File: src/source/rnm_pkg.sv
package rnm_pkg;

  //////////////////////////////////////////////////////////////////////
  // rename widths
  //////////////////////////////////////////////////////////////////////

  // logical register file size
  parameter int NUM_LREG  = 16;
  // physical tag width
  parameter int PREG_BITS = 6;
  // logical index width
  parameter int LREG_BITS = 4;
  // opaque control bits, carried through untouched
  parameter int CTRL_BITS = 8;

  //////////////////////////////////////////////////////////////////////
  // map types
  //////////////////////////////////////////////////////////////////////

  // one map entry: ready flag over physical tag
  typedef struct packed {
    logic                 rdy;
    logic [PREG_BITS-1:0] tag;
  } map_entry_t;

  // full logical to physical map, entry r sits at index r
  typedef map_entry_t [NUM_LREG-1:0] rename_map_t;

  //////////////////////////////////////////////////////////////////////
  // line types
  //////////////////////////////////////////////////////////////////////

  // issue-queue line as seen by the tag array
  typedef struct packed {
    logic                 inst_vld;
    logic                 lsrc1_vld;
    logic [LREG_BITS-1:0] lsrc1;
    logic                 lsrc2_vld;
    logic [LREG_BITS-1:0] lsrc2;
    logic                 ldst_vld;
    logic [LREG_BITS-1:0] ldst;
    logic [CTRL_BITS-1:0] ctrl;
    logic [PREG_BITS-1:0] pdest;
  } isq_line_t;

  // renamed line handed to the picker
  typedef struct packed {
    logic                 inst_vld;
    logic                 psrc1_vld;
    logic                 psrc1_rdy;
    logic [PREG_BITS-1:0] psrc1;
    logic                 psrc2_vld;
    logic                 psrc2_rdy;
    logic [PREG_BITS-1:0] psrc2;
    logic [CTRL_BITS-1:0] ctrl;
    logic [PREG_BITS-1:0] pdest;
  } rn_line_t;

  // identity map, logical r on physical r, all ready
  function automatic rename_map_t reset_map_f();
    rename_map_t m;
    for (int r = 0; r < NUM_LREG; r++)
    begin
      m[r].rdy = 1'b1;
      m[r].tag = PREG_BITS'(r);
    end
    return m;
  endfunction

  parameter rename_map_t RESET_MAP = reset_map_f();

endpackage

File: src/source/rnm_arch_ctrl.sv
`timescale 1ns/1ns

module rnm_arch_ctrl #(
  parameter int SEG_DEPTH = 4
) (
  input  logic                                    clk,
  input  logic                                    rst_n,
  input  logic                                    arch_swt_i,
  input  rnm_pkg::rename_map_t                    upper_tail_i,
  input  rnm_pkg::rename_map_t                    lower_tail_i,
  input  rnm_pkg::rn_line_t [SEG_DEPTH-1:0]       upper_rn_i,
  input  rnm_pkg::rn_line_t [SEG_DEPTH-1:0]       lower_rn_i,
  output rnm_pkg::rename_map_t                    upper_head_o,
  output rnm_pkg::rename_map_t                    lower_head_o,
  output rnm_pkg::rn_line_t [2*SEG_DEPTH-1:0]     rn_o,
  output rnm_pkg::rn_line_t [2*SEG_DEPTH-1:0]     rn_reo_o
);

  import rnm_pkg::*;

  //////////////////////////////////////////////////////////////////////
  // arch bit
  //////////////////////////////////////////////////////////////////////

  // set while the lower segment is older
  logic arch_q;

  always_ff @(posedge clk or negedge rst_n)
  begin
    if (!rst_n)
    begin
      arch_q <= 1'b0;
    end
    else if (arch_swt_i)
    begin
      arch_q <= !arch_q;
    end
  end

  //////////////////////////////////////////////////////////////////////
  // segment headers
  //////////////////////////////////////////////////////////////////////

  // top header heads upper while upper is older
  // mid header heads lower while lower is older
  rename_map_t top_hdr_q;
  rename_map_t mid_hdr_q;

  // on a switch the older segment retires into the other header
  logic top_hdr_en;
  logic mid_hdr_en;

  assign top_hdr_en = arch_swt_i && arch_q;
  assign mid_hdr_en = arch_swt_i && !arch_q;

  always_ff @(posedge clk or negedge rst_n)
  begin
    if (!rst_n)
    begin
      top_hdr_q <= RESET_MAP;
    end
    else if (top_hdr_en)
    begin
      // lower was older so its tail is the new committed state
      top_hdr_q <= lower_tail_i;
    end
  end

  always_ff @(posedge clk or negedge rst_n)
  begin
    if (!rst_n)
    begin
      mid_hdr_q <= RESET_MAP;
    end
    else if (mid_hdr_en)
    begin
      // upper was older so its tail is captured
      mid_hdr_q <= upper_tail_i;
    end
  end

  //////////////////////////////////////////////////////////////////////
  // head selection
  //////////////////////////////////////////////////////////////////////

  // older segment reads its header
  // younger one chains off the older tail
  assign upper_head_o = arch_q ? lower_tail_i : top_hdr_q;
  assign lower_head_o = arch_q ? mid_hdr_q    : upper_tail_i;

  //////////////////////////////////////////////////////////////////////
  // output ordering
  //////////////////////////////////////////////////////////////////////

  // queue order puts upper lines at the low indices
  assign rn_o = {lower_rn_i, upper_rn_i};

  // priority order puts the older segment at the low indices
  assign rn_reo_o = arch_q ? {upper_rn_i, lower_rn_i} : {lower_rn_i, upper_rn_i};

endmodule

File: config.mk
export PLATFORM = sky130hd
export DESIGN_NAME = rnm_arch_ctrl
export DESIGN_NICKNAME = d
export VERILOG_FILES = /design/src/source/rnm_pkg.sv /design/src/source/rnm_arch_ctrl.sv
export SDC_FILE = /design/constraint.sdc
export NUM_CORES = 1
export LEC_CHECK = 0
export CAP_MARGIN = 40
export CORE_AREA = 2 2 464 466
export CTS_CLUSTER_DIAMETER = 150
export CTS_CLUSTER_SIZE = 30
export DETAILED_ROUTE_END_ITERATION = 16
export DIE_AREA = 0 0 466 468
export DONT_BUFFER_PORTS = 1
export SKIP_LAST_GASP = 1
export SYNTH_ARGS = -nofsm -noshare
export SYNTH_HDL_FRONTEND = slang
export SYNTH_SLANG_ARGS = --single-unit
File: constraint.sdc
create_clock -name clk -period 1.5 [get_ports clk]
set_input_delay 0.3 -clock clk [delete_from_list [all_inputs] [get_ports clk]]
set_output_delay 0.3 -clock clk [all_outputs]
set_load 0.01 [all_outputs]
==> results of run 1 <==
metal layers:
metal	wire, microns	vias to the layer above	global-route usage, %
met4	10230	84	6.110
met3	23690	617	7.866
met1	66840	6602	17.28
li1	-	4434	-
met2	105000	1553	32.51
met5	552	-	0.3953
worst register-to-register path, cell delays in order, from the launching register on:
cell	delay [ps]
dfrtp_4	530
buf_6	160
buf_4	160
nand2_4	200
buf_12	230
buf_4	220
mux2_4	310
final cells by class:
cell class              instances  share of cell area [%]
multi-input cells             699                   39.38
flip-flops and latches        225                   24.61
repair buffers                329                   17.21
well taps                    2838                   15.19
diodes                        164                   1.755
clock buffers                  17                   1.456
clock inverters                 4                  0.3960
repair_timing:
action                     in CTS  in global routing
setup buffers                   7                  5
setup endpoints to repair     693                696
gates resized for setup        78                177
cloned                          5                 18
hold endpoints to repair      450                225
pin swaps                       0                  0
per-stage QoR:
| step | instance area [sq um] | setup WS, ps | instances | util [%] | hold slack (ps) |
|---|---|---|---|---|---|
| 6_report | 23380 | -849.4 | 4276 | 10.96 | -589.9 |
| 5_1_grt | 23250 | -881.1 | 4224 | 10.90 | -624.8 |
| 3_5_place_dp | 18670 | -344.2 | 3834 | 8.750 | 10.50 |
| 3_3_place_gp | 18670 | -329.5 | 3834 | 8.750 | 10.82 |
| 4_1_cts | 21890 | -905.5 | 4092 | 10.26 | -621.4 |
| 2_1_floorplan | 16570 | 3.399 | 1249 | - | 4.409 |
flip-flops by register name, summed over array words and instances (netlist names):
register and cells:
arch_q 1, mid_hdr_q 112, top_hdr_q 112
cells by family after synthesis:
| kind of cell | Yosys count |
|---|---|
| xor gates and xnor gates | 1 |
| buffers and inverters | 325 |
| DFF | 225 |
| muxes | 696 |
| and+or+nand+nor | 2 |
cells in the final DEF, fill, tap and decap left out, drive strengths merged:
cell | netlist | final
dfstp | 96 | 96
nand2b | 1 | 1
xor2 | 1 | 1
dfrtp | 129 | 129
clkbuf | 0 | 32
diode | 0 | 164
dlygate4sd3 | 0 | 225
mux2 | 696 | 696
clkinv | 0 | 4
buf | 325 | 89
nand2 | 1 | 1
power by group through the flow:
stage	Sequential, mW	Clock [mW]	Combinational (mW)
finish	11.9	4.39	33.6
global route	12.3	4.70	34.8
CTS	11.8	4.60	30.7
detailed placement	11.8	0	27.9
global placement	11.8	0	27.7
floorplan	11.2	0	18.8
worst max-delay path by stage:
stage | cells after the start | end
floorplan | 4 | upper_head_o[100]
global placement | 5 | top_hdr_q[8]
detailed placement | 5 | top_hdr_q[10]
CTS | 5 | rn_reo_o[205]
global route | 4 | rn_reo_o[15]
finish | 4 | rn_reo_o[77]
==> impl_metrics.yaml, run 1 <==
floorplan:
  io_pins: 1195
  core_sq_um: 213300
  design.die.area_sq_um: 218100
  die_h_microns: 468
  rows: 170
  fp.dieW_microns: 466
  initial_core_util_pct: 7.767
synthesis:
  synth_nets: 1724
  synth_top_area_cell: "mux2_2"
  synth_area_sq_um: 16570
  yosysMostFrequentCell: "mux2_2"
  synthAdderAreaFrac_pct: 0
  synth_cell_types: 10
  yosysSeqAreaShare_pct: 34.70
  yosys-top-cells-count: "536 x mux2_2, 249 x buf_4, 160 x mux2_4"
  yosysWarnings: 0
  synth-edff-count: 0
  synth-seq-cells: 225
  avgSynthCellArea_sq_um: 13.27
  ys_top_cells_by_area: "mux2_2 36%, dfrtp_1 19%, dfstp_2 15%"
  synthMuxAreaShare_pct: 50.92
  synth_top_family_by_area: "multiplexers"
  synthSimpleGateAreaFrac_pct: 0.1057
  syn_inst: 1249
  synth-compound-area-share_pct: 0
  synth_xor_area_share_pct: 0.05285
  ys_async_sr_fraction_pct: 100.0
  ys.flop_type: "dfrtp_1"
  yosysTopAreaCellShare_pct: 36.42
timing:
  setup_violations: 696
  fin_ws_ps: -849.4
  drv_slew: 0
  tns_ps: -421850
  worst_pin_slew_ps: 545.7
  period_needed_ps: 2349
  max_slew_margin_pct: 63.62
  post-route-period-util_pct: 156.6
  fmax_ghz: 0.4256
  hold_violations: 225
  holdWs_ps: -589.9
  finClkSkew_ps: 46.73
  rsz0062_at_grt: "yes"
final_layout:
  multiInputGateArea_sq_um: 9208
  num-fill-cells: 24300
  final_nets: 1743
  seq_area_sq_um: 5754
  layout-drive-gt1-share_pct: 71.90
  areaGrowthSynthToFinish_pct: 41.09
pwr:
  fin_total_pwr_mw: 49.91
  leakage_nw: 8.954
  ir_drop_v: 0.001055
  powerDensity_nw_per_um2: 2135
  p_int_mw: 28.03
  power_frac_clock_pct: 8.8
  power_switching_mw: 21.89
  p_seq_share_pct: 23.9
  sw_frac_of_total_pct: 43.85
  combPwrFrac_pct: 67.3
critical_path:
  worst-path-max-fanout: 17
  reg2regPathDepth: 6
  critPathRequiredTime_ps: 1200
  crit_type: "flop to output pin"
  r2r_slack_ps: -430
  crit_chain: "buf_12 -> buf_16 -> clkbuf_16 -> mux2_4"
  cp-start-kind: "flop"
  reg2reg_from: "arch_q"
  critical_path_buf_inv_count: 3
  slowest_stage: "dfrtp_4"
  cpLargestDelayFamily: "buffers and inverters"
  critPathCaptureType: "output pin"
  arrival_ps: 2050
  slowest_delay_ps: 530
  crit_start: "arch_q"
  r2r_end: "top_hdr_q[9]"
clock_network:
  hold_buffers: 225
  numCtsBuffers: 13
  cts_tree: "yes"
  clkTransAtPathRegs_ps: 140
  clk_latency_ps: 550
  htreeDepth: 1
  clock-sinks: 225
  root_buffer: "clkbuf_16"
  clockBufferDepth: 3
drt:
  avgRoutedWirePerCell_microns: 48.25
  via_per_inst: 3.108
  drt_iter0_drc: 1010
  drc: 0
  firstDrtPassIters: 4
  vias: 13290
  drt-total-wl_microns: 206300
  ant_nets: 0
global_route:
  grt_overflow: 0
  antenna_found_initial: 218
  grt_use_total_pct: 17.62
  grt_max_degree: 226
  grt_pass1_wl_microns: 227800
  grt_pass1_vias: 11900
run:
  drv_cap: 0
status:
  violations: "hold timing, setup timing"
  status: "finished with violations"
placement:
  hpwl_microns: 165100
  gp_congestion: 0.8185
  io_buffers: 0
worst_hold_path:
  hp-class: "input port to asynchronous set/reset pin"
(Power assumes the default switching activity.)
==> run 2, diff against run 1 <==
- CORE_AREA: 2 2 464 466 -> 2 2 461 463
- DIE_AREA: 0 0 466 468 -> 0 0 463 465
==> impl_metrics.yaml, run 2 (synthesis gave the netlist of run 1 again) <==
critical_path:
  cp-start-kind: "flop"
  critPathCaptureType: "output pin"
  crit_type: "flop to output pin"
  worst-path-max-fanout: 8
  arrival_ps: 2110
  critPathRequiredTime_ps: 1200
  r2r_slack_ps: -310
global_route:
  grt_max_degree: 226
  grt_pass1_wl_microns: 223500
  grt_overflow: 0
  grt_use_total_pct: 17.32
  grt_pass1_vias: 12010
  antenna_found_initial: 241
placement:
  dpl.cell_count: 3794
  pre_cts_slack_ps: -401.8
  io_buffers: 0
  hpwl_microns: 162800
  gp_congestion: 0.8218
floorplan:
  fp.dieW_microns: 463
  rows: 169
  die_h_microns: 465
  design.die.area_sq_um: 215300
  initial_core_util_pct: 7.860
  io_pins: 1195
  core_sq_um: 210800
clock_network:
  clockBufferDepth: 3
  clk_latency_ps: 550
  htreeDepth: 1
  root_buffer: "clkbuf_16"
  clock-sinks: 225
  clkTransAtPathRegs_ps: 130
  numCtsBuffers: 12
  cts_tree: "yes"
  hold_buffers: 225
status:
  status: "finished with violations"
  violations: "hold timing, setup timing"
final_layout:
  final_cell_mix: "448 x mux2_2, 248 x mux2_4, 225 x dlygate4sd3_1"
  fin_util_pct: 10.66
  multiInputGateArea_sq_um: 8802
  reg_top3: "mid_hdr_q: 112 flops, top_hdr_q: 112 flops, arch_q: 1 flops"
  instances_no_fill: 4294
  layout_commonest_cell: "mux2_2"
  final_nets: 1712
  num-fill-cells: 23980
  layout-drive-gt1-share_pct: 71.36
  seq_area_sq_um: 5754
  areaGrowthSynthToFinish_pct: 35.58
timing:
  fmax_ghz: 0.4151
  fin_ws_ps: -909.2
  holdWs_ps: -550.0
  period_needed_ps: 2409
  tns_ps: -430780
  finClkSkew_ps: 28.72
  post-route-period-util_pct: 160.6
  worst_pin_slew_ps: 934.9
  max_slew_margin_pct: 37.67
  rsz0062_at_grt: "yes"
  drv_slew: 0
  hold_violations: 186
  setup_violations: 695
drt:
  ant_nets: 0
  vias: 13140
  drt-total-wl_microns: 198000
  firstDrtPassIters: 6
  drc: 0
  avgRoutedWirePerCell_microns: 46.10
  drt_iter0_drc: 1082
  via_per_inst: 3.059
pwr:
  leakage_nw: 8.184
  fin_total_pwr_mw: 46.42
  ir_drop_v: 0.001102
  powerDensity_nw_per_um2: 2066
run:
  drv_cap: 0
worst_hold_path:
  hp-class: "input port to asynchronous set/reset pin"
[run 2: cell types whose count changed in the layout (fill, tap and decap cells not counted), moves of 2 or more]
cell,previous run,this run
clkbuf_16,28,21
clkbuf_1,4,2
buf_12,30,20
buf_8,12,1
mux2_2,340,448
buf_16,12,9
clkinv_16,2,0
mux2_4,356,248
diode_2,164,230
[run 2: metal layers]
metal / vias up / routed length, microns / share of wire (%) / track usage [%]
li1: 4458 / - / - / -
met1: 6372 / 60970 / 31 / 15.92
met2: 1619 / 103200 / 52 / 32.58
met3: 624 / 23610 / 12 / 8.738
met4: 62 / 9389 / 4.7 / 6.026
met5: - / 774 / 0.39 / 0.1318
[run 2: cell type report]
type                       count  share of cell area, %
clock inverter                 5                 0.2673
sequential                   225                  25.61
timing repair buffer         299                  15.19
clock buffer                  15                  1.481
multi-input combinational    699                  39.18
tap                         2821                  15.71
antenna                      230                  2.562
[run 2: worst paths after layout]
kind | startpoint | to | cells past startpoint
max | arch_q | lower_head_o[67] | 5
min | rst_n | top_hdr_q[74] | 0
max reg2reg | arch_q | mid_hdr_q[89] | 4
min reg2reg | top_hdr_q[26] | top_hdr_q[26] | 1
max in group asynchronous | rst_n | top_hdr_q[18] | 0
min in group clk | arch_swt_i | mid_hdr_q[13] | 2
[run 2: metrics by stage]
stage	hold WS, ps	instance area (sq um)
after floorplan	4.409	16570
after global placement	12.93	18370
after detailed placement	11.45	18370
after CTS	-599.1	21360
after global routing	-594.3	22240
final	-550.0	22470
[run 2: worst max-delay path, cell delays in order (launching register included)]
cell and delay [ps]:
dfrtp_4 590, buf_6 170, buf_12 150, buf_12 150, buf_16 150, mux2_4 320
[run 2: what timing repair did]
item / in CTS / in global routing
pin swaps: 0 / 0
gates resized for setup: 43 / 76
setup buffers: 7 / 7
cloned: 4 / 9
setup endpoints to repair: 695 / 695
endpoints found under the hold margin: 450 / 225
[run 2: where the power goes]
group          leakage (nW)  switching [mW]  internal [mW]
sequential             2.52            1.76           10.1
clock                 0.188            2.53           1.68
combinational          5.48            16.3           14.0
total                  8.18            20.6           25.8
