## config.mk

```make
export PLATFORM = sky130hd
export DESIGN_NAME = rnm_segment
export DESIGN_NICKNAME = d
export VERILOG_FILES = /design/src/source/rnm_pkg.sv /design/src/source/rnm_line.sv /design/src/source/rnm_segment.sv
export SDC_FILE = /design/constraint.sdc
export NUM_CORES = 1
export LEC_CHECK = 0
export ABC_AREA = 0
export BUFFER_PORTS_ARGS = -buffer_cell sky130_fd_sc_hd__buf_2
export CAP_MARGIN = 20
export CORE_AREA = 3 3 193 195
export CTS_CLUSTER_DIAMETER = 100
export DETAILED_ROUTE_END_ITERATION = 10
export DIE_AREA = 0 0 196 198
export GPL_TIMING_DRIVEN = 0
export PLACE_DENSITY = 0.76
export SKIP_CTS_REPAIR_TIMING = 1
export SYNTH_ARGS = -nofsm -noshare
export SYNTH_HDL_FRONTEND = slang
export SYNTH_HIERARCHICAL = 1
export SYNTH_SLANG_ARGS = --single-unit
```

## constraint.sdc

```tcl
create_clock -name clk -period 8.1 [get_ports clk]
set_input_delay 1.62 -clock clk [delete_from_list [all_inputs] [get_ports clk]]
set_output_delay 1.62 -clock clk [all_outputs]
set_load 0.005 [all_outputs]
```

## src/source/rnm_pkg.sv

```systemverilog
package rnm_pkg;

  //////////////////////////////////////////////////////////////////////
  // rename widths
  //////////////////////////////////////////////////////////////////////

  // logical register file size
  parameter int NUM_LREG  = 16;
  // physical tag width
  parameter int PREG_BITS = 6;
  // logical index width
  parameter int LREG_BITS = 4;
  // opaque control bits, carried through untouched
  parameter int CTRL_BITS = 8;

  //////////////////////////////////////////////////////////////////////
  // map types
  //////////////////////////////////////////////////////////////////////

  // one map entry: ready flag over physical tag
  typedef struct packed {
    logic                 rdy;
    logic [PREG_BITS-1:0] tag;
  } map_entry_t;

  // full logical to physical map, entry r sits at index r
  typedef map_entry_t [NUM_LREG-1:0] rename_map_t;

  //////////////////////////////////////////////////////////////////////
  // line types
  //////////////////////////////////////////////////////////////////////

  // issue-queue line as seen by the tag array
  typedef struct packed {
    logic                 inst_vld;
    logic                 lsrc1_vld;
    logic [LREG_BITS-1:0] lsrc1;
    logic                 lsrc2_vld;
    logic [LREG_BITS-1:0] lsrc2;
    logic                 ldst_vld;
    logic [LREG_BITS-1:0] ldst;
    logic [CTRL_BITS-1:0] ctrl;
    logic [PREG_BITS-1:0] pdest;
  } isq_line_t;

  // renamed line handed to the picker
  typedef struct packed {
    logic                 inst_vld;
    logic                 psrc1_vld;
    logic                 psrc1_rdy;
    logic [PREG_BITS-1:0] psrc1;
    logic                 psrc2_vld;
    logic                 psrc2_rdy;
    logic [PREG_BITS-1:0] psrc2;
    logic [CTRL_BITS-1:0] ctrl;
    logic [PREG_BITS-1:0] pdest;
  } rn_line_t;

  // identity map, logical r on physical r, all ready
  function automatic rename_map_t reset_map_f();
    rename_map_t m;
    for (int r = 0; r < NUM_LREG; r++)
    begin
      m[r].rdy = 1'b1;
      m[r].tag = PREG_BITS'(r);
    end
    return m;
  endfunction

  parameter rename_map_t RESET_MAP = reset_map_f();

endpackage

```

## src/source/rnm_line.sv

```systemverilog
`timescale 1ns/1ns

module rnm_line (
  input  logic                            clk,
  input  logic                            rst_n,
  input  rnm_pkg::isq_line_t              isq_i,
  input  rnm_pkg::rename_map_t            prv_map_i,
  input  logic                            dst_rdy_i,
  input  logic                            dst_rdy_en_i,
  output rnm_pkg::rename_map_t            cur_map_o,
  output rnm_pkg::rn_line_t               rn_o,
  output logic                            inst_rdy_o,
  output logic [rnm_pkg::PREG_BITS-1:0]   free_tag_o
);

  import rnm_pkg::*;

  //////////////////////////////////////////////////////////////////////
  // destination ready flag
  //////////////////////////////////////////////////////////////////////

  // ready state of this line's pdest, loaded by the writeback pulse
  logic dst_rdy_q;

  always_ff @(posedge clk or negedge rst_n)
  begin
    if (!rst_n)
    begin
      dst_rdy_q <= 1'b0;
    end
    else if (dst_rdy_en_i)
    begin
      dst_rdy_q <= dst_rdy_i;
    end
  end

  //////////////////////////////////////////////////////////////////////
  // source lookup
  //////////////////////////////////////////////////////////////////////

  // entries of both logical sources in the map from the line above
  map_entry_t src1_ent;
  map_entry_t src2_ent;

  assign src1_ent = prv_map_i[isq_i.lsrc1];
  assign src2_ent = prv_map_i[isq_i.lsrc2];

  // renamed line, valid bits follow the logical ones
  always_comb
  begin
    rn_o.inst_vld  = isq_i.inst_vld;
    rn_o.psrc1_vld = isq_i.lsrc1_vld;
    rn_o.psrc1_rdy = src1_ent.rdy;
    rn_o.psrc1     = src1_ent.tag;
    rn_o.psrc2_vld = isq_i.lsrc2_vld;
    rn_o.psrc2_rdy = src2_ent.rdy;
    rn_o.psrc2     = src2_ent.tag;
    // control and pdest ride along
    rn_o.ctrl      = isq_i.ctrl;
    rn_o.pdest     = isq_i.pdest;
  end

  // a source that is not used never holds the line back
  logic src1_ok;
  logic src2_ok;

  assign src1_ok    = !isq_i.lsrc1_vld || src1_ent.rdy;
  assign src2_ok    = !isq_i.lsrc2_vld || src2_ent.rdy;
  assign inst_rdy_o = isq_i.inst_vld && src1_ok && src2_ok;

  //////////////////////////////////////////////////////////////////////
  // map update
  //////////////////////////////////////////////////////////////////////

  // line writes a destination only when both valids are up
  logic       wr_dst;
  map_entry_t dst_ent;

  assign wr_dst      = isq_i.inst_vld && isq_i.ldst_vld;
  assign dst_ent.rdy = dst_rdy_q;
  assign dst_ent.tag = isq_i.pdest;

  always_comb
  begin
    // pass everything down, then overwrite ldst
    cur_map_o = prv_map_i;
    if (wr_dst)
    begin
      cur_map_o[isq_i.ldst] = dst_ent;
    end
  end

  // old mapping of ldst is released once this line retires
  assign free_tag_o = wr_dst ? prv_map_i[isq_i.ldst].tag : '0;

  //////////////////////////////////////////////////////////////////////
  // checks
  //////////////////////////////////////////////////////////////////////

  // the queue never marks operands on an empty line
  a_vld_needs_inst : assert property (
    @(posedge clk) disable iff (!rst_n)
    (isq_i.ldst_vld || isq_i.lsrc1_vld || isq_i.lsrc2_vld) |-> isq_i.inst_vld
  );

endmodule

```

## src/source/rnm_segment.sv

```systemverilog
`timescale 1ns/1ns

module rnm_segment #(
  parameter int SEG_DEPTH = 4
) (
  input  logic                                          clk,
  input  logic                                          rst_n,
  input  rnm_pkg::isq_line_t [SEG_DEPTH-1:0]            isq_i,
  input  logic [SEG_DEPTH-1:0]                          dst_rdy_i,
  input  logic [SEG_DEPTH-1:0]                          dst_rdy_en_i,
  input  rnm_pkg::rename_map_t                          head_map_i,
  output rnm_pkg::rename_map_t                          tail_map_o,
  output rnm_pkg::rn_line_t [SEG_DEPTH-1:0]             rn_o,
  output logic [SEG_DEPTH-1:0]                          inst_rdy_o,
  output logic [SEG_DEPTH-1:0][rnm_pkg::PREG_BITS-1:0]  free_tag_o
);

  import rnm_pkg::*;

  //////////////////////////////////////////////////////////////////////
  // map chain
  //////////////////////////////////////////////////////////////////////

  // map_chain[k] feeds line k, map_chain[k+1] is what line k leaves
  rename_map_t map_chain [SEG_DEPTH:0];

  // segment starts from whatever head the arch control picked
  assign map_chain[0] = head_map_i;

  // last line's view is the segment tail
  assign tail_map_o = map_chain[SEG_DEPTH];

  //////////////////////////////////////////////////////////////////////
  // lines
  //////////////////////////////////////////////////////////////////////

  genvar k;
  generate
    for (k = 0; k < SEG_DEPTH; k++)
    begin : g_line
      rnm_line u_line (
        .clk          (clk),
        .rst_n        (rst_n),
        .isq_i        (isq_i[k]),
        .prv_map_i    (map_chain[k]),
        .dst_rdy_i    (dst_rdy_i[k]),
        .dst_rdy_en_i (dst_rdy_en_i[k]),
        .cur_map_o    (map_chain[k+1]),
        .rn_o         (rn_o[k]),
        .inst_rdy_o   (inst_rdy_o[k]),
        .free_tag_o   (free_tag_o[k])
      );
    end
  endgenerate

endmodule

```

==> qor.yml, run 1 <==
overflow: 0
regMostFlops: "g_line.u_line/dst_rdy_q"
crit_slowest_cell: "nor3_2"
worst_slew_pin_slew_ns: 0.8570
setup_viol: 0
setup_ws_ns: 1.070
critPathLaunchType: "primary input"
rsz0062_at_grt: "false"
p_int_mw: 0.7226
ys_top_cells_by_area: "mux4_2 46%, mux2_2 27%, mux4_1 5.8%, buf_4 4.3%, mux2_1 3.3%"
die_h_um: 198
hold-path-endpoint: "g_line[1].u_line/dst_rdy_q"
worstRegToRegCells: 2
drt_iter0_drc: 1781
comb_power_share: 0.922
row_count: 69
power_switching_mw: 0.5807
cts_buffer_depth: 2
worstPathRequired_ns: 6.48
final_max_slew_viol_count: 0
power.total_mw: 1.303
worst-path-max-fanout: 10
cts_buffers: 3
async_reset_ff_frac: 1.000
route.detailed.drc: 0
status: "complete, no violations"
largest_reg_flops: 4
layout-drive-gt1-share: 0.8361
power_per_cell_area_nw_per_um2: 66.45
syn_inst: 1227
min_path_cells: 2
hold_viol: 0
max_stage_delay_ns: 0.69
synth_edf_count: 0
grt_use_met2: 0.6248
core_area_um2: 35570
die_area_um2: 38810
ios: 506
use_met3: 0.04254
grt_usage: 0.3577
crit_arrival_ns: 5.41
seqPwrFrac: 0.020
leakage_nw: 7.442
start_util: 0.4715
routed_wl_mm: 72.50
wire_per_inst_um: 34.04
place_congestion: 1.032
period_needed_ns: 7.030
ys.flop_type: "dfrtp_1"
peakVddDrop_mv: 0.06989
r2r_start: "g_line[3].u_line/dst_rdy_q"
syn_nets: 1469
viasPerCell: 7.260
synth-seq-cells: 4
cts_tree: "built"
holdWs_ns: 0.9733
yosysTopAreaCellShare: 0.4633
max_freq_mhz: 142.2
die_w_um: 196
synth_area_um2: 16770
grt_max_degree: 11
firstDrtPassIters: 6
cp_cell_sequence: "buf_2 > buf_2 > nand4_2 > nor3_2 > mux2_2 > mux2_2 > mux2_2 > mux4_2 > mux4_2 > nor2b_1 > buf_2"
clkLatencyLatePin_ns: 0.22
busiest_layer: "met2"
reg_top3: "g_line.u_line/dst_rdy_q: 4 flops"
grt_antenna_before_repair: 5
grt_pass1_vias: 15545
maxCapViolations: 0
max-slew-margin-rel: 0.4266
grt_pass1_wl_mm: 105.3
synth_area_per_cell_um2: 13.67
synthToLayoutAreaGrowth_pct: 16.94
min-delay-start: "g_line[1].u_line/dst_rdy_q"
setup_tns_ns: 0
yosysTopAreaCell: "mux4_2"
clkTransAtPathRegs_ns: 0.03
hp-class: "register to register"
clkPwrFrac: 0.058
io_buffers: 436
final_nets: 1910
cts_sinks: 4
pre_cts_ws_ns: 1.173
skew_ns: 0
antenna_left: 0
use_met1: 0.4514
regToRegEndpoint: "g_line[3].u_line/dst_rdy_q"
synth_cell_type_count: 30
yosysMostFrequentCell: "mux2_2"
ys_warn_count: 6
h-tree-depth: 1
ys_top_cells_by_count: "403 x mux2_2, 345 x mux4_2, 96 x buf_4"
sw_frac_of_total: 0.4456
critPathCaptureType: "output pin"
hpwl_mm: 64.33
root_buffer: "clkbuf_16"
ff2ff_setup_slack_ns: 6.97
yosysSeqAreaShare: 0.005968
path_class: "primary input to output pin"
final_util: 0.5514
fin_crit_sh: 0.8679
num_vias: 15463
[power groups by stage]
stage,Sequential (mW),Clock (mW),Combinational (mW)
after floorplan,0.0247,0,0.768
after global placement,0.0262,0,1.16
after detailed placement,0.0264,0,1.18
after CTS,0.0262,0.0772,1.18
after global routing,0.0269,0.0790,1.26
final,0.0262,0.0761,1.20
[worst max-delay path: cells and delay by family]
kind                   cells  cell delay, ns
buffers and inverters      3            0.56
AND/OR/NAND/NOR            3            1.12
multiplexers               5            2.08
[area by class of cell]
| cell class | count | area [um^2] |
|---|---|---|
| Antenna cell | 3 | 7.507 |
| Sequential cell | 4 | 100.1 |
| Clock buffer | 3 | 75.07 |
| Multi-Input combinational cell | 1004 | 15220 |
| Buffer | 211 | 1425 |
| Inverter | 8 | 30.03 |
| Tap cell | 461 | 576.8 |
| Timing Repair Buffer | 436 | 2182 |
| Fill cell | 3098 | 15960 |
[how the worst max path moves through the flow]
stage / from / to
6_report: isq_i[15] / free_tag_o[20]
2_1_floorplan: isq_i[16] / free_tag_o[22]
3_3_place_gp: isq_i[15] / free_tag_o[20]
5_1_grt: isq_i[15] / free_tag_o[20]
3_5_place_dp: isq_i[15] / free_tag_o[20]
4_1_cts: isq_i[15] / free_tag_o[20]
[placed cells by master (no fill, tap or decap), drive strengths merged, types with 5 or more instances in the layout]
| master | count |
|---|---|
| nand2 | 12 |
| nand2b | 22 |
| nor2b | 24 |
| mux2i | 36 |
| nand4b | 8 |
| or4 | 5 |
| nor3 | 5 |
| clkbuf | 51 |
| mux4 | 388 |
| inv | 8 |
| nor2 | 40 |
| mux2 | 452 |
| buf | 599 |
[through the flow]
step	cells	area, um^2
2_1_floorplan	1227	16770
3_3_place_gp	2124	19530
3_5_place_dp	2124	19530
4_1_cts	2127	19610
5_1_grt	2127	19610
6_report	2130	19610
[cells by family (layout without fill, tap and decap cells)]
kind of cell,count (synthesis),in the layout,synth area share
multiplexers,876,876,0.8554
other,0,3,0
AND/OR/NAND/NOR,124,124,0.04916
AO/OA/AOI/OAI,4,4,0.002686
flip-flops,4,4,0.005969
buffers and inverters,219,658,0.08677
[layer usage]
| metal | share of wire | up-vias |
|---|---|---|
| li1 | - | 6131 |
| met1 | 0.34 | 7540 |
| met2 | 0.49 | 1555 |
| met3 | 0.11 | 229 |
| met4 | 0.053 | 8 |
| met5 | 0.00073 | - |
(Power assumes the default switching activity.)
==> run 2: changes to the inputs <==
--- a/config.mk
+++ b/config.mk
@@ -9,6 +9,7 @@
 export BUFFER_PORTS_ARGS = -buffer_cell sky130_fd_sc_hd__buf_2
 export CAP_MARGIN = 20
 export CORE_AREA = 3 3 193 195
+export CTS_BUF_LIST = sky130_fd_sc_hd__clkbuf_4
 export CTS_CLUSTER_DIAMETER = 100
 export DETAILED_ROUTE_END_ITERATION = 10
 export DIE_AREA = 0 0 196 198
==> run 2 against run 1 <==
Against the previous run:
- cell count is essentially flat
- clock power decreased by 68%
- sequential cell count unchanged
- die area is the same
- register-to-register slack about the same
- routed wire length fell by 0.38%
- critical endpoint unchanged
- largest power group unchanged
- highest routed layer unchanged
==> qor.yml, run 2 (same netlist as run 1, synthesis figures left out) <==
regArea_um2: 100.1  # unchanged
peakVddDrop_mv: 0.03418  # -51%
path_class: "primary input to output pin"
cts_tree: "built"
h-tree-depth: 1  # unchanged
root_buffer: "clkbuf_4"
routed_wl_mm: 72.23  # -0.38%
r2r_start: "g_line[3].u_line/dst_rdy_q"
cts_sinks: 4  # unchanged
largest_reg_flops: 4  # unchanged
holdWs_ns: 0.9736  # +0.0002910 ns
final.fill_count: 3100  # +0.065%
place_congestion: 1.032  # unchanged
final_area_um2: 19560  # -0.28%
final_max_slew_viol_count: 0  # unchanged
cts_buffer_depth: 2  # unchanged
synthToLayoutAreaGrowth_pct: 16.61
setup_ws_ns: 1.081  # +0.01153 ns
p_int_mw: 0.6761  # -6.4%
grt_pass1_wl_mm: 105.3  # about the same
core_area_um2: 35570  # unchanged
final_common_cell: "buf_2"
grt_max_degree: 11  # unchanged
hp-class: "register to register"
clkTransAtPathRegs_ns: 0.03  # about the same
sw_frac_of_total: 0.4592  # +0.01368
hpwl_mm: 64.33  # unchanged
grt_usage: 0.3576  # about the same
final_nets: 1910  # unchanged
clkLatencyLatePin_ns: 0.23  # about the same
setup_viol: 0  # unchanged
worst_slew_pin_slew_ns: 0.8405  # -0.01654 ns
layout_common_cells: "469 x buf_2, 403 x mux2_2, 345 x mux4_2"
maxCapViolations: 0  # unchanged
wire_per_inst_um: 33.93  # -0.33%
setup_tns_ns: 0  # unchanged
reg_top3: "g_line.u_line/dst_rdy_q: 4 flops"
critPathLaunchType: "primary input"
placedCellCount: 2124  # unchanged
max_freq_mhz: 142.5  # +0.16%
rsz0062_at_grt: "false"
viasPerCell: 7.250  # -0.13%
fin_crit_sh: 0.8665  # -0.001423
comb_power_share: 0.960  # +0.038
die_h_um: 198  # unchanged
grt_pass1_vias: 15545  # unchanged
regMostFlops: "g_line.u_line/dst_rdy_q"
grt_antenna_before_repair: 5  # unchanged
firstDrtPassIters: 5  # -1
power.total_mw: 1.250  # -4.1%
power_per_cell_area_nw_per_um2: 63.93  # -3.8%
start_util: 0.4715  # unchanged
seqPwrFrac: 0.021  # about the same
skew_ns: 0  # unchanged
layout-drive-gt1-share: 0.8361  # unchanged
fin_cells: 2129  # -0.047%
leakage_nw: 7.419  # -0.31%
overflow: 0  # unchanged
multi_input_area_um2: 15220  # unchanged
route.detailed.drc: 0  # unchanged
worst-path-max-fanout: 10  # unchanged
min-delay-start: "g_line[1].u_line/dst_rdy_q"
final_util: 0.5498  # -0.001548
postPlaceCellArea_um2: 19530  # unchanged
io_buffers: 436  # unchanged
num_vias: 15436  # -0.17%
power_switching_mw: 0.5742  # -1.1%
die_area_um2: 38810  # unchanged
pre_cts_ws_ns: 1.173  # unchanged
period_needed_ns: 7.019  # -0.01153 ns
hold_viol: 0  # unchanged
crit_arrival_ns: 5.40  # about the same
status: "complete, no violations"
worstPathRequired_ns: 6.48  # about the same
startpoint: "isq_i[15]"
cts_buffers: 3  # unchanged
drt_iter0_drc: 1936  # +8.7%
max-slew-margin-rel: 0.4376  # +0.01107
critPathCaptureType: "output pin"
ios: 506  # unchanged
antenna_left: 0  # unchanged
clkPwrFrac: 0.020  # -0.038
die_w_um: 196  # unchanged
row_count: 69  # unchanged
run 2: cell types whose count changed in the layout (fill, tap and decap cells not counted), sizes merged:
cell and change:
diode -1
run 2: worst paths after layout:
kind / end / slack [ns] / cells after the start
worst max-delay path: free_tag_o[20] / 1.08 / 11
worst min-delay path: g_line[1].u_line/dst_rdy_q / 0.97 / 2
worst max register to register: g_line[3].u_line/dst_rdy_q / 6.97 / 2
worst min register to register: g_line[1].u_line/dst_rdy_q / 0.97 / 2
max in group asynchronous: g_line[0].u_line/dst_rdy_q / 6.78 / 1
min in group asynchronous: g_line[3].u_line/dst_rdy_q / 1.19 / 1
run 2: cell type report:
class | count | area share
well taps | 461 | 0.02949
plain buffers | 211 | 0.07287
multi-input cells | 1004 | 0.7780
inverters | 8 | 0.001535
repair buffers | 436 | 0.1116
flip-flops and latches | 4 | 0.005118
diodes | 2 | 0.0002559
clock buffers | 3 | 0.001152
run 2: power groups by stage:
stage | clock (mW) | sequential [mW] | combinational [mW]
floorplan | 0 | 0.0247 | 0.768
global placement | 0 | 0.0262 | 1.16
detailed placement | 0 | 0.0264 | 1.18
CTS | 0.0260 | 0.0262 | 1.18
global route | 0.0269 | 0.0269 | 1.26
finish | 0.0244 | 0.0262 | 1.20
run 2: critical path: stages:
cell and delay [ns]:
buf_2 0.10, buf_2 0.32, nand4_2 0.26, nor3_2 0.68
mux2_2 0.47, mux2_2 0.33, mux2_2 0.33, mux4_2 0.47
mux4_2 0.48, nor2b_1 0.17, buf_2 0.14
run 2: layer usage:
layer  share of wire  track usage  vias to the layer above
met3            0.11      0.04254                      243
met2            0.50       0.6248                     1562
met5         0.00073            0                        -
met4           0.055       0.1542                        8
met1            0.34       0.4512                     7486
li1                -            -                     6137
